**src/source/bf_ctrl_pkg.sv**
```systemverilog
package bf_ctrl_pkg;

   // request kind, insert or remove
   typedef logic req_kind_t;

   localparam req_kind_t KIND_INSERT = 1'b1;

   // scrub batch then at most one request
   typedef enum logic [1:0] {
      SCRUB_RD,
      SCRUB_WR,
      REQ_RD,
      REQ_WR
   } engine_state_e;

endpackage

```
**src/source/bf_word_pkg.sv**
```systemverilog
package bf_word_pkg;

   localparam int BUCKET_BITS = 4;
   localparam int NUM_BUCKETS = 12;
   localparam int EPOCH_BITS  = 8;
   localparam int TAG_BITS    = 16;
   localparam int ADDR_BITS   = 19;

   // word layout from msb down: buckets, epoch stamp, tag
   localparam int VEC_BITS   = NUM_BUCKETS * BUCKET_BITS;
   localparam int WORD_BITS  = VEC_BITS + EPOCH_BITS + TAG_BITS;  // 72
   localparam int EPOCH_LSB  = TAG_BITS;
   localparam int BUCKET_LSB = TAG_BITS + EPOCH_BITS;

   typedef logic [BUCKET_BITS-1:0] bucket_t;
   typedef logic [VEC_BITS-1:0]    bucket_vec_t;   // bucket 11 in the top nibble
   typedef logic [EPOCH_BITS-1:0]  epoch_t;
   typedef logic [TAG_BITS-1:0]    tag_t;
   typedef logic [ADDR_BITS-1:0]   sram_addr_t;
   typedef logic [WORD_BITS-1:0]   sram_word_t;

endpackage

```
**src/source/bf_sram_if.sv**
```systemverilog
`timescale 1ns/100ps

interface bf_sram_if;
   import bf_word_pkg::*;

   logic       rd_req;    // one-cycle strobe
   sram_addr_t rd_addr;
   logic       wr_req;    // one-cycle strobe
   sram_addr_t wr_addr;
   sram_word_t wr_data;
   sram_word_t rd_data;
   logic       rd_vld;    // returns in request order

   modport engine (
      output rd_req, rd_addr, wr_req, wr_addr, wr_data
   );

   // memory side, no ack on either strobe
   modport mem (
      input  rd_req, rd_addr, wr_req, wr_addr, wr_data,
      output rd_data, rd_vld
   );

endinterface

```
**src/source/bf_engine.sv**
```systemverilog
`timescale 1ns/100ps

module bf_engine #(
   parameter int TABLE_DEPTH = 1024,
   parameter int SCRUB_BATCH = 6
) (
   input  logic                    clk,
   input  logic                    rst,
   input  bf_word_pkg::epoch_t     epoch,
   bf_sram_if.engine               sram,
   input  logic                    req_empty,
   output logic                    req_pop,
   input  bf_ctrl_pkg::req_kind_t  req_kind,
   input  bf_word_pkg::sram_addr_t req_hash0,
   input  bf_word_pkg::sram_addr_t req_hash1,
   input  logic                    data_empty,
   output logic                    data_pop,
   input  bf_word_pkg::sram_word_t data_word
);
   import bf_word_pkg::*;
   import bf_ctrl_pkg::*;

   localparam int CNT_BITS = $clog2(SCRUB_BATCH + 1);
   localparam logic [CNT_BITS-1:0] LAST = CNT_BITS'(SCRUB_BATCH - 1);

   engine_state_e       state;
   sram_addr_t          rd_ptr;     // scrub read pointer
   sram_addr_t          wr_ptr;     // scrub write pointer, trails rd_ptr
   logic [CNT_BITS-1:0] rd_cnt;
   logic [CNT_BITS-1:0] wr_cnt;
   logic                hash_sel;   // 0 for hash0, 1 for hash1
   sram_addr_t          req_addr;
   sram_addr_t          upd_addr;
   sram_word_t          upd_word;
   logic                do_op;
   logic                wr_take;

   function automatic sram_addr_t wrap_inc(input sram_addr_t p);
      if (p == sram_addr_t'(TABLE_DEPTH - 1))
         return '0;
      return p + 1'b1;
   endfunction

   assign req_addr = hash_sel ? req_hash1 : req_hash0;
   assign do_op    = (state == REQ_WR);
   assign upd_addr = do_op ? req_addr : wr_ptr;

   // a returned word is popped and written back in the same step
   assign wr_take  = (state == SCRUB_WR || state == REQ_WR) && !data_empty;
   assign data_pop = wr_take;
   assign req_pop  = do_op && !data_empty && hash_sel;   // after the hash1 write

   bucket_update u_update (
      .word_in  (data_word),
      .epoch    (epoch),
      .addr     (upd_addr),
      .do_op    (do_op),
      .kind     (req_kind),
      .word_out (upd_word)
   );

   always_ff @(posedge clk) begin
      if (rst) begin
         state       <= SCRUB_RD;
         rd_ptr      <= '0;
         wr_ptr      <= '0;
         rd_cnt      <= '0;
         wr_cnt      <= '0;
         hash_sel    <= 1'b0;
         sram.rd_req <= 1'b0;
         sram.wr_req <= 1'b0;
      end else begin
         sram.rd_req <= 1'b0;
         sram.wr_req <= wr_take;
         case (state)
            SCRUB_RD: begin
               sram.rd_req <= 1'b1;
               rd_ptr      <= wrap_inc(rd_ptr);
               if (rd_cnt == LAST) begin
                  rd_cnt <= '0;
                  state  <= SCRUB_WR;
               end else begin
                  rd_cnt <= rd_cnt + 1'b1;
               end
            end
            SCRUB_WR: begin
               if (wr_take) begin
                  wr_ptr <= wrap_inc(wr_ptr);
                  if (wr_cnt == LAST) begin
                     wr_cnt <= '0;
                     state  <= req_empty ? SCRUB_RD : REQ_RD;
                  end else begin
                     wr_cnt <= wr_cnt + 1'b1;
                  end
               end
            end
            REQ_RD: begin
               sram.rd_req <= 1'b1;
               state       <= REQ_WR;
            end
            REQ_WR: begin
               if (wr_take) begin
                  hash_sel <= !hash_sel;
                  state    <= hash_sel ? SCRUB_RD : REQ_RD;
               end
            end
            default: state <= SCRUB_RD;
         endcase
      end
   end

   // addresses and data only matter alongside their strobe
   always_ff @(posedge clk) begin
      if (state == SCRUB_RD)
         sram.rd_addr <= rd_ptr;
      else if (state == REQ_RD)
         sram.rd_addr <= req_addr;
      if (wr_take) begin
         sram.wr_addr <= upd_addr;
         sram.wr_data <= upd_word;   // stamped with the epoch of this cycle
      end
   end

endmodule

```
**src/source/bf_top.sv**
```systemverilog
`timescale 1ns/100ps

module bf_top #(
   parameter int TABLE_DEPTH  = 1024,
   parameter int EPOCH_CYCLES = 2032,
   parameter int SCRUB_BATCH  = 6
) (
   input  logic                    clk,
   input  logic                    rst,
   input  logic                    req_valid,
   input  bf_ctrl_pkg::req_kind_t  req_kind,
   input  bf_word_pkg::sram_addr_t req_hash0,
   input  bf_word_pkg::sram_addr_t req_hash1,
   output logic                    req_ready,
   output logic                    sram_rd_req,
   output bf_word_pkg::sram_addr_t sram_rd_addr,
   input  bf_word_pkg::sram_word_t sram_rd_data,
   input  logic                    sram_rd_vld,
   output logic                    sram_wr_req,
   output bf_word_pkg::sram_addr_t sram_wr_addr,
   output bf_word_pkg::sram_word_t sram_wr_data
);
   import bf_word_pkg::*;
   import bf_ctrl_pkg::*;

   localparam int REQ_BITS = 1 + 2 * ADDR_BITS;

   epoch_t              epoch;
   logic                req_full_n;   // not nearly full
   logic                req_nf;
   logic                req_empty;
   logic                req_pop;
   logic [REQ_BITS-1:0] req_dout;
   req_kind_t           q_kind;
   sram_addr_t          q_hash0;
   sram_addr_t          q_hash1;
   logic                data_empty;
   logic                data_pop;
   sram_word_t          data_word;

   bf_sram_if sram ();

   assign sram.rd_data = sram_rd_data;
   assign sram.rd_vld  = sram_rd_vld;
   assign sram_rd_req  = sram.rd_req;
   assign sram_rd_addr = sram.rd_addr;
   assign sram_wr_req  = sram.wr_req;
   assign sram_wr_addr = sram.wr_addr;
   assign sram_wr_data = sram.wr_data;

   // offers while not ready are dropped
   assign req_full_n = !req_nf;
   assign req_ready  = req_full_n;
   assign {q_kind, q_hash1, q_hash0} = req_dout;

   epoch_timer #(.EPOCH_CYCLES(EPOCH_CYCLES)) u_timer (
      .clk   (clk),
      .rst   (rst),
      .epoch (epoch)
   );

   small_fifo #(.WIDTH(REQ_BITS), .DEPTH_BITS(3)) req_queue (
      .clk         (clk),
      .rst         (rst),
      .din         ({req_kind, req_hash1, req_hash0}),
      .wr_en       (req_valid && req_full_n),
      .rd_en       (req_pop),
      .dout        (req_dout),
      .empty       (req_empty),
      .nearly_full (req_nf)
   );

   // 8 entries hold a whole scrub batch
   small_fifo #(.WIDTH(WORD_BITS), .DEPTH_BITS(3)) rd_queue (
      .clk         (clk),
      .rst         (rst),
      .din         (sram.rd_data),
      .wr_en       (sram.rd_vld),
      .rd_en       (data_pop),
      .dout        (data_word),
      .empty       (data_empty),
      .nearly_full ()
   );

   bf_engine #(.TABLE_DEPTH(TABLE_DEPTH), .SCRUB_BATCH(SCRUB_BATCH)) u_engine (
      .clk        (clk),
      .rst        (rst),
      .epoch      (epoch),
      .sram       (sram.engine),
      .req_empty  (req_empty),
      .req_pop    (req_pop),
      .req_kind   (q_kind),
      .req_hash0  (q_hash0),
      .req_hash1  (q_hash1),
      .data_empty (data_empty),
      .data_pop   (data_pop),
      .data_word  (data_word)
   );

endmodule

```
**src/source/bucket_update.sv**
```systemverilog
`timescale 1ns/100ps

module bucket_update (
   input  bf_word_pkg::sram_word_t word_in,
   input  bf_word_pkg::epoch_t     epoch,
   input  bf_word_pkg::sram_addr_t addr,
   input  logic                    do_op,
   input  bf_ctrl_pkg::req_kind_t  kind,
   output bf_word_pkg::sram_word_t word_out
);
   import bf_word_pkg::*;
   import bf_ctrl_pkg::*;

   localparam int TOP_LSB = (NUM_BUCKETS - 1) * BUCKET_BITS;

   epoch_t      age;
   bucket_vec_t aged;
   bucket_vec_t result;
   bucket_t     top_b;
   tag_t        tag;

   assign age = epoch - word_in[EPOCH_LSB +: EPOCH_BITS];  // modulo 256

   // each epoch moves every count one bucket down
   assign aged  = (age >= EPOCH_BITS'(NUM_BUCKETS)) ? '0 :
                  word_in[BUCKET_LSB +: VEC_BITS] >> (age * BUCKET_BITS);
   assign top_b = aged[TOP_LSB +: BUCKET_BITS];
   assign tag   = addr[TAG_BITS-1:0];

   always_comb begin
      logic found;
      found  = 1'b0;
      result = aged;
      if (do_op) begin
         if (kind == KIND_INSERT) begin
            if (top_b != '1)
               result[TOP_LSB +: BUCKET_BITS] = top_b + 1'b1;   // saturate at 15
         end else begin
            // highest nonzero bucket gives up one
            for (int i = NUM_BUCKETS - 1; i >= 0; i--) begin
               if (!found && aged[i*BUCKET_BITS +: BUCKET_BITS] != '0) begin
                  result[i*BUCKET_BITS +: BUCKET_BITS] = aged[i*BUCKET_BITS +: BUCKET_BITS] - 1'b1;
                  found = 1'b1;
               end
            end
         end
      end
   end

   assign word_out = {result, epoch, tag};

endmodule

```
**src/source/epoch_timer.sv**
```systemverilog
`timescale 1ns/100ps

module epoch_timer #(
   parameter int EPOCH_CYCLES = 2032
) (
   input  logic               clk,
   input  logic               rst,
   output bf_word_pkg::epoch_t epoch
);

   localparam int CNT_BITS = $clog2(EPOCH_CYCLES + 1);

   logic [CNT_BITS-1:0] cnt;

   always_ff @(posedge clk) begin
      if (rst) begin
         cnt   <= '0;
         epoch <= '0;
      end else if (cnt == CNT_BITS'(EPOCH_CYCLES - 1)) begin
         cnt   <= '0;
         epoch <= epoch + 1'b1;    // wraps at 256
      end else begin
         cnt <= cnt + 1'b1;
      end
   end

endmodule

```
**src/source/small_fifo.sv**
```systemverilog
`timescale 1ns/100ps

module small_fifo #(
   parameter int WIDTH      = 8,
   parameter int DEPTH_BITS = 3
) (
   input  logic             clk,
   input  logic             rst,
   input  logic [WIDTH-1:0] din,
   input  logic             wr_en,
   input  logic             rd_en,
   output logic [WIDTH-1:0] dout,
   output logic             empty,
   output logic             nearly_full
);

   localparam int DEPTH = 1 << DEPTH_BITS;

   logic [WIDTH-1:0]      mem [DEPTH];
   logic [DEPTH_BITS-1:0] wr_ptr;
   logic [DEPTH_BITS-1:0] rd_ptr;
   logic [DEPTH_BITS:0]   count;
   logic                  do_wr;
   logic                  do_rd;

   assign do_rd = rd_en && !empty;
   assign do_wr = wr_en && (count != (DEPTH_BITS+1)'(DEPTH));  // full drops the write

   assign dout        = mem[rd_ptr];   // head shows through
   assign empty       = (count == '0);
   assign nearly_full = (count >= (DEPTH_BITS+1)'(DEPTH - 1));

   always_ff @(posedge clk) begin
      if (do_wr)
         mem[wr_ptr] <= din;
   end

   always_ff @(posedge clk) begin
      if (rst) begin
         wr_ptr <= '0;
         rd_ptr <= '0;
         count  <= '0;
      end else begin
         if (do_wr)
            wr_ptr <= wr_ptr + 1'b1;
         if (do_rd)
            rd_ptr <= rd_ptr + 1'b1;
         case ({do_wr, do_rd})
            2'b10:   count <= count + 1'b1;
            2'b01:   count <= count - 1'b1;
            default: count <= count;
         endcase
      end
   end

endmodule
```
**config.mk**
```make
export PLATFORM = sky130hd
export DESIGN_NAME = bf_top
export DESIGN_NICKNAME = d
export VERILOG_FILES = /design/src/source/bf_ctrl_pkg.sv /design/src/source/bf_word_pkg.sv /design/src/source/bf_sram_if.sv /design/src/source/bf_engine.sv /design/src/source/bf_top.sv /design/src/source/bucket_update.sv /design/src/source/epoch_timer.sv /design/src/source/small_fifo.sv
export SDC_FILE = /design/constraint.sdc
export NUM_CORES = 1
export LEC_CHECK = 0
export ABC_CLOCK_PERIOD_IN_PS = 7300
export CAP_MARGIN = 20
export CORE_MARGIN = 2
export CORE_UTILIZATION = 45
export DETAILED_ROUTE_END_ITERATION = 12
export DONT_BUFFER_PORTS = 1
export PLACE_DENSITY = 0.71
export SETUP_SLACK_MARGIN = 0.02
export SYNTH_ARGS = -nofsm -noshare
export SYNTH_HDL_FRONTEND = slang
export SYNTH_SLANG_ARGS = --single-unit
export TNS_END_PERCENT = 1
```
**constraint.sdc**
```tcl
create_clock -name clk -period 7.3 [get_ports clk]
set_input_delay 0.365 -clock clk [delete_from_list [all_inputs] [get_ports clk]]
set_output_delay 0.365 -clock clk [all_outputs]
set_load 0.05 [all_outputs]
```
Word level (Yosys, flattened, before mapping)

Memory sizes are Yosys's and may differ from the RTL's. A register that Yosys moved wholly into a read port is not among the register bits.
Index checks and enable logic that the tools add are counted.

Reductions and logical operators: 58
Shifts and indexed selects: 1
Eq/ne operators: 19
Magnitude comparators: 2
Muxes and demuxes: 85
Add/sub/neg operators: 28

Operators by type and width:

| operator              | number |
|---|---|
| $mux 19               | 8 |
| $mux 48               | 2 |
| $mux 4                | 14 |
| $sub 4x1->4 const B   | 14 |
| $reduce_bool 4->1     | 12 |
| $shr 48x10->48        | 1 |
| $mux 1                | 45 |
| $mux 44               | 1 |
| $add 19x1->19 const B | 2 |
| $eq 19x10->1 const B  | 2 |
| $logic_and 1x1->1     | 19 |
| $add 3x1->3 const B   | 6 |
| $mux 3                | 6 |
| $pmux 4 s2            | 2 |
| $logic_not 1->1       | 15 |
| $add 4x1->4 const B   | 3 |
| $mux 2                | 6 |
| $ne 4x4->1 const B    | 3 |
| $add 11x1->11 const B | 1 |
| $eq 11x11->1 const B  | 1 |
| $add 8x1->8 const B   | 1 |
| $eq 2x2->1 const B    | 4 |
| $ge 8x4->1 const B    | 1 |
| $logic_not 4->1       | 2 |
| 13 further kinds      | 22 |

Word-level logic and storage cells: 214
RAM bits: 888
Input port bits: 115
Register bits: 198
Memories: 2
Output and inout port bits: 113

Memory list:

| name          | words | width | rd ports | clocked after Yosys merged registers in | wr ports | line             | RTL |
|---|---|---|---|---|---|---|---|
| rd_queue.mem  | 8     | 72    | 1        | 1                                       | 1        | small_fifo.sv:19 | `logic [WIDTH-1:0] mem [DEPTH];` |
| req_queue.mem | 8     | 39    | 1        | 1                                       | 1        | small_fifo.sv:19 |  |

Depth between registers and ports, before layout

Depth in word-level cells: 62
Gate-level depth with buffers: 30

Modules after synthesis

Synthesis repeated with hierarchy kept, for this count alone.

Cell total of the unflattened synthesis: 2593
Area total of the unflattened synthesis: 46032.9 µm²

Modules (own cells, without submodules):

| module                 | cells an instance | seq. area each (µm²) | area each (µm²) | instances |
|---|---|---|---|---|
| small_fifo (rd_queue)  | 907               | 17556.8              | 22531.6         | 1 |
| small_fifo (req_queue) | 526               | 9629.2               | 12450.7         | 1 |
| bf_engine              | 472               | 4284.1               | 6094.6          | 1 |
| bucket_update          | 594               | 0.0                  | 4103.9          | 1 |
| epoch_timer            | 92                | 380.4                | 842.1           | 1 |
| bf_top                 | 2                 | 0.0                  | 10.0            | 1 |

Least setup slack after synthesis

Ideal clock, no wire load.

Path kind: register -> register
From: reg with a tool-made name
To: reg u_engine.sram.wr_data[39], data pin
Cell stages (with the launch flop): 27
Period minus slack after synthesis: 7102 ps
Slack: 198 ps
Path buffers: 9
Data arrival time: 6819 ps
Library setup time: 282 ps
Data required time: 7018 ps
Cell sequence: dfxtp_1 > buf_2 > buf_4 > buf_2 > buf_1 > buf_2 > mux4_2 > mux2_2 > ha_1 > fa_1 > buf_2 > buf_1 > clkbuf_1 > clkbuf_1 > nor2_1 > a211oi_1 > a21oi_1 > or2_2 > o211ai_1 > ha_1 > nand2_1 > nor3_1 > a221o_1 > nor3b_4 > nor4b_4 > nand4b_1 > xnor2_1

RTL lines:

| item                   | line             | RTL |
|---|---|---|
| end signal: assignment | bf_engine.sv:120 | `sram.wr_data <= upd_word;` |
| end: declaration       | bf_sram_if.sv:15 | `output rd_req, rd_addr, wr_req, wr_addr, wr_data` |

==> results.json <==
{
  "critical_path.slowest_cell": "nor4_1",
  "cp_top_family": "simple AND/OR/NAND/NOR gates",
  "ir_worst_vdd_uv": 214,
  "drtAntennaViolNets": 0,
  "cts-buffers-inserted": 95,
  "drive_gt1_share_pct": 18.2,
  "grt_pass1_vias": 22014,
  "fin_nets": 2677,
  "hold_start": "sram_rd_vld",
  "final_cell_area_mm2": 0.0452,
  "maxSlewViolCount": 0,
  "ys_types": 81,
  "die_w_um": 301,
  "max_stage_delay_ns": 0.82,
  "clock_latency_ns": 0.69,
  "fillCellCount": 6956,
  "worst_ep_required_time_ns": 7.70,
  "finalCritPeriodShare_pct": 88.5,
  "worst_pin_slew_ns": 1.09,
  "ys_seq_area_share_pct": 69.2,
  "finalCoreUtilization_pct": 51.3,
  "fin_skew_ns": 0.0284,
  "power_uw": 11600,
  "io-pin-count": 228,
  "dpl.hpwl_um": 58000,
  "start_util_pct": 45.2,
  "p_leak_uw": 0.0145,
  "relSlewSlack_pct": 27.2,
  "fmax_ghz": 0.155,
  "finalSetupViolations": 0,
  "netlist_instances": 2407,
  "grt_first_pass_wirelength_um": 137000,
  "synth_top_area_share_pct": 64.5,
  "dp.cells": 3487,
  "io_buffers": 0,
  "async_flop_share_pct": 0,
  "wirelength_um": 92400,
  "cts_sinks": 948,
  "synth-edff-count": 854,
  "firstDrtPassIters": 5,
  "powerDensity_mw_per_mm2": 256,
  "synth_warnings": 0,
  "crit_path_end_kind": "register",
  "final_cell_count_no_fill": 3770,
  "clock_path_buffers": 3,
  "cts_tree": "done",
  "cts_root_buffer": "clkbuf_16",
  "antenna_found_initial": 17,
  "yosysTopAreaCell": "edfxtp_1",
  "die_area_mm2": 0.0908,
  "fin_tns_setup_ns": 0,
  "htreeDepth": 3,
  "postCtsSetupBuffers": 0,
  "grt_use_total_pct": 20.2,
  "finalCriticalPeriod_ns": 6.46,
  "clk_pin_slew_ns": 0.06,
  "cp-start-kind": "register",
  "drc": 0,
  "die_h_um": 301,
  "critPathBufInv": 1,
  "drt_iter0_drc": 2322,
  "area_growth_pct": 13.5,
  "viasPerCell": 5.83,
  "ys.flop_type": "edfxtp_1",
  "final_common_cell": "edfxtp_1",
  "synth.avg_cell_area_um2": 16.5,
  "netlist_area_mm2": 0.0398,
  "hold_path.class": "input port to register",
  "ys_top_cells_by_area": "edfxtp_1 64%, mux4_2 11%, dfxtp_1 4.7%, nand2_1 2.2%, mux2i_1 2.1%",
  "status": "finished, final reports clean",
  "final_cell_mix": "854 x edfxtp_1, 229 x nand2_1, 192 x mux4_2",
  "dpl_cell_area_mm2": 0.0411,
  "gr-total-overflow": 0,
  "crit_fanout": 25,
  "ys_seq_elements": 948,
  "worstPathCellList": "buf_4 -> mux4_2 -> mux2i_1 -> ha_1 -> a21oi_1 -> a21oi_1 -> nor4_1 -> nor3_1 -> nand2_1 -> ha_1 -> nand4_1 -> nor2_1 -> o211ai_1 -> nor3b_1 -> nand3_1 -> and4bb_2 -> mux2i_1",
  "wl_per_cell_um": 24.5,
  "maxCapViolations": 0,
  "crit_type": "register to register",
  "coreArea_mm2": 0.0880,
  "hold_viol": 0,
  "crit_arrival_ns": 6.87,
  "grt_max_degree": 82,
  "via_count": 21967,
  "gp_congestion": 0.965,
  "num_rows": 109,
  "syn-num-nets": 2564,
  "rsz0062_at_grt": "false"
}
## routing by layer
metal	global-route usage, %	wire, um	vias up
met2	32.6	44200	833
met3	4.16	6640	167
met5	0	123	-
met1	27.9	39200	11273
li1	-	-	9674
met4	6.15	2200	20
## worst min-delay path: cells and delay by family
kind,cells,cell delay (ns)
AOI/OAI and AO/OA,1,0.05
and+or+nand+nor,2,0.26
## cells in the mapped netlist, types with 4 or more instances
cell,number
nor2_1,166
buf_4,24
and3_1,11
ha_1,39
clkbuf_1,61
inv_1,33
and2_1,10
a21boi_0,4
a22oi_1,17
buf_1,20
xor2_1,50
buf_6,5
a21o_1,11
nor3_1,36
o22ai_1,18
a32o_1,4
dfxtp_1,94
o21a_1,7
edfxtp_1,854
nand2b_1,8
a22o_1,4
o21ai_0,36
nor2b_1,7
o2111ai_1,4
buf_2,13
o31ai_1,8
a31oi_1,6
nand2_1,229
mux2i_1,82
o211a_1,4
nand4_1,20
nand3_1,52
o211ai_1,12
a211oi_1,8
or2_2,9
or3_1,10
mux4_2,192
xnor2_1,42
mux2_2,57
nor3b_1,4
nor4_1,14
o32ai_1,5
a21oi_1,54
## flip-flops by register name, summed over array words and instances, names as in the netlist, 2 cells and up, named ones only
name and flops:
rd_queue.count 4, rd_queue.mem 448, rd_queue.rd_ptr 3, rd_queue.wr_ptr 3, req_queue.count 4, req_queue.mem 312
req_queue.rd_ptr 3, req_queue.wr_ptr 3, u_engine.rd_cnt 3, u_engine.rd_ptr 19, u_engine.sram.rd_addr 19, u_engine.sram.wr_addr 3
u_engine.sram.wr_data 72, u_engine.state 2, u_engine.wr_cnt 3, u_engine.wr_ptr 19, u_timer.cnt 11, u_timer.epoch 8
## metrics by stage
step | hold slack (ns) | setup WS (ns)
3_5_place_dp | 0.434 | 0.932
3_3_place_gp | 0.422 | 1.09
5_1_grt | 0.0645 | 0.489
4_1_cts | 0.0247 | 0.931
6_report | 0.0543 | 0.836
2_1_floorplan | 0.413 | 0.198
## kinds of logic (layout without fill, tap and decap cells)
| kind of cell | Yosys count | in the layout | share of synthesized area, % |
|---|---|---|---|
| compound gates | 237 | 237 | 4.09 |
| xor+xnor | 92 | 92 | 2.03 |
| fa+ha+maj | 42 | 42 | 1.38 |
| buf+inv | 157 | 350 | 1.84 |
| flops | 948 | 948 | 69.2 |
| mux | 331 | 331 | 14.5 |
| other cells | 0 | 5 | 0 |
| simple gates | 600 | 600 | 6.93 |
## report_power, final
group	switching, uW	leakage, uW	internal [uW]
Sequential	70.0	0.00853	6040
Combinational	483	0.00444	262
Clock	2050	0.00149	2660
Total	2600	0.0145	8960
## repair_timing
| item | in CTS | in global routing |
|---|---|---|
| hold endpoints to repair | 812 | 0 |
| resized for setup | 0 | 0 |
| hold buffers | 99 | 0 |
## layout make-up
class / count / area, um2 / area share [%]
Clock buffer: 120 / 2500 / 5.54
Antenna cell: 5 / 12.5 / 0.0277
Sequential cell: 948 / 27500 / 61.0
Clock inverter: 57 / 543 / 1.20
Multi-Input combinational cell: 1302 / 11700 / 25.8
Timing Repair Buffer: 139 / 1300 / 2.88
Tap cell: 1165 / 1460 / 3.23
Inverter: 34 / 129 / 0.285
## path summary, 6_finish.rpt
check        cells after the start                         to  slack (ns)
max                             17  u_engine.sram.wr_data[31]        0.84
min                              3         rd_queue.wr_ptr[1]        0.05
max reg2reg                     17  u_engine.sram.wr_data[31]        0.84
min reg2reg                      1             u_timer.cnt[0]        0.46
No activity file was read; power rests on OpenSTA's default activity.
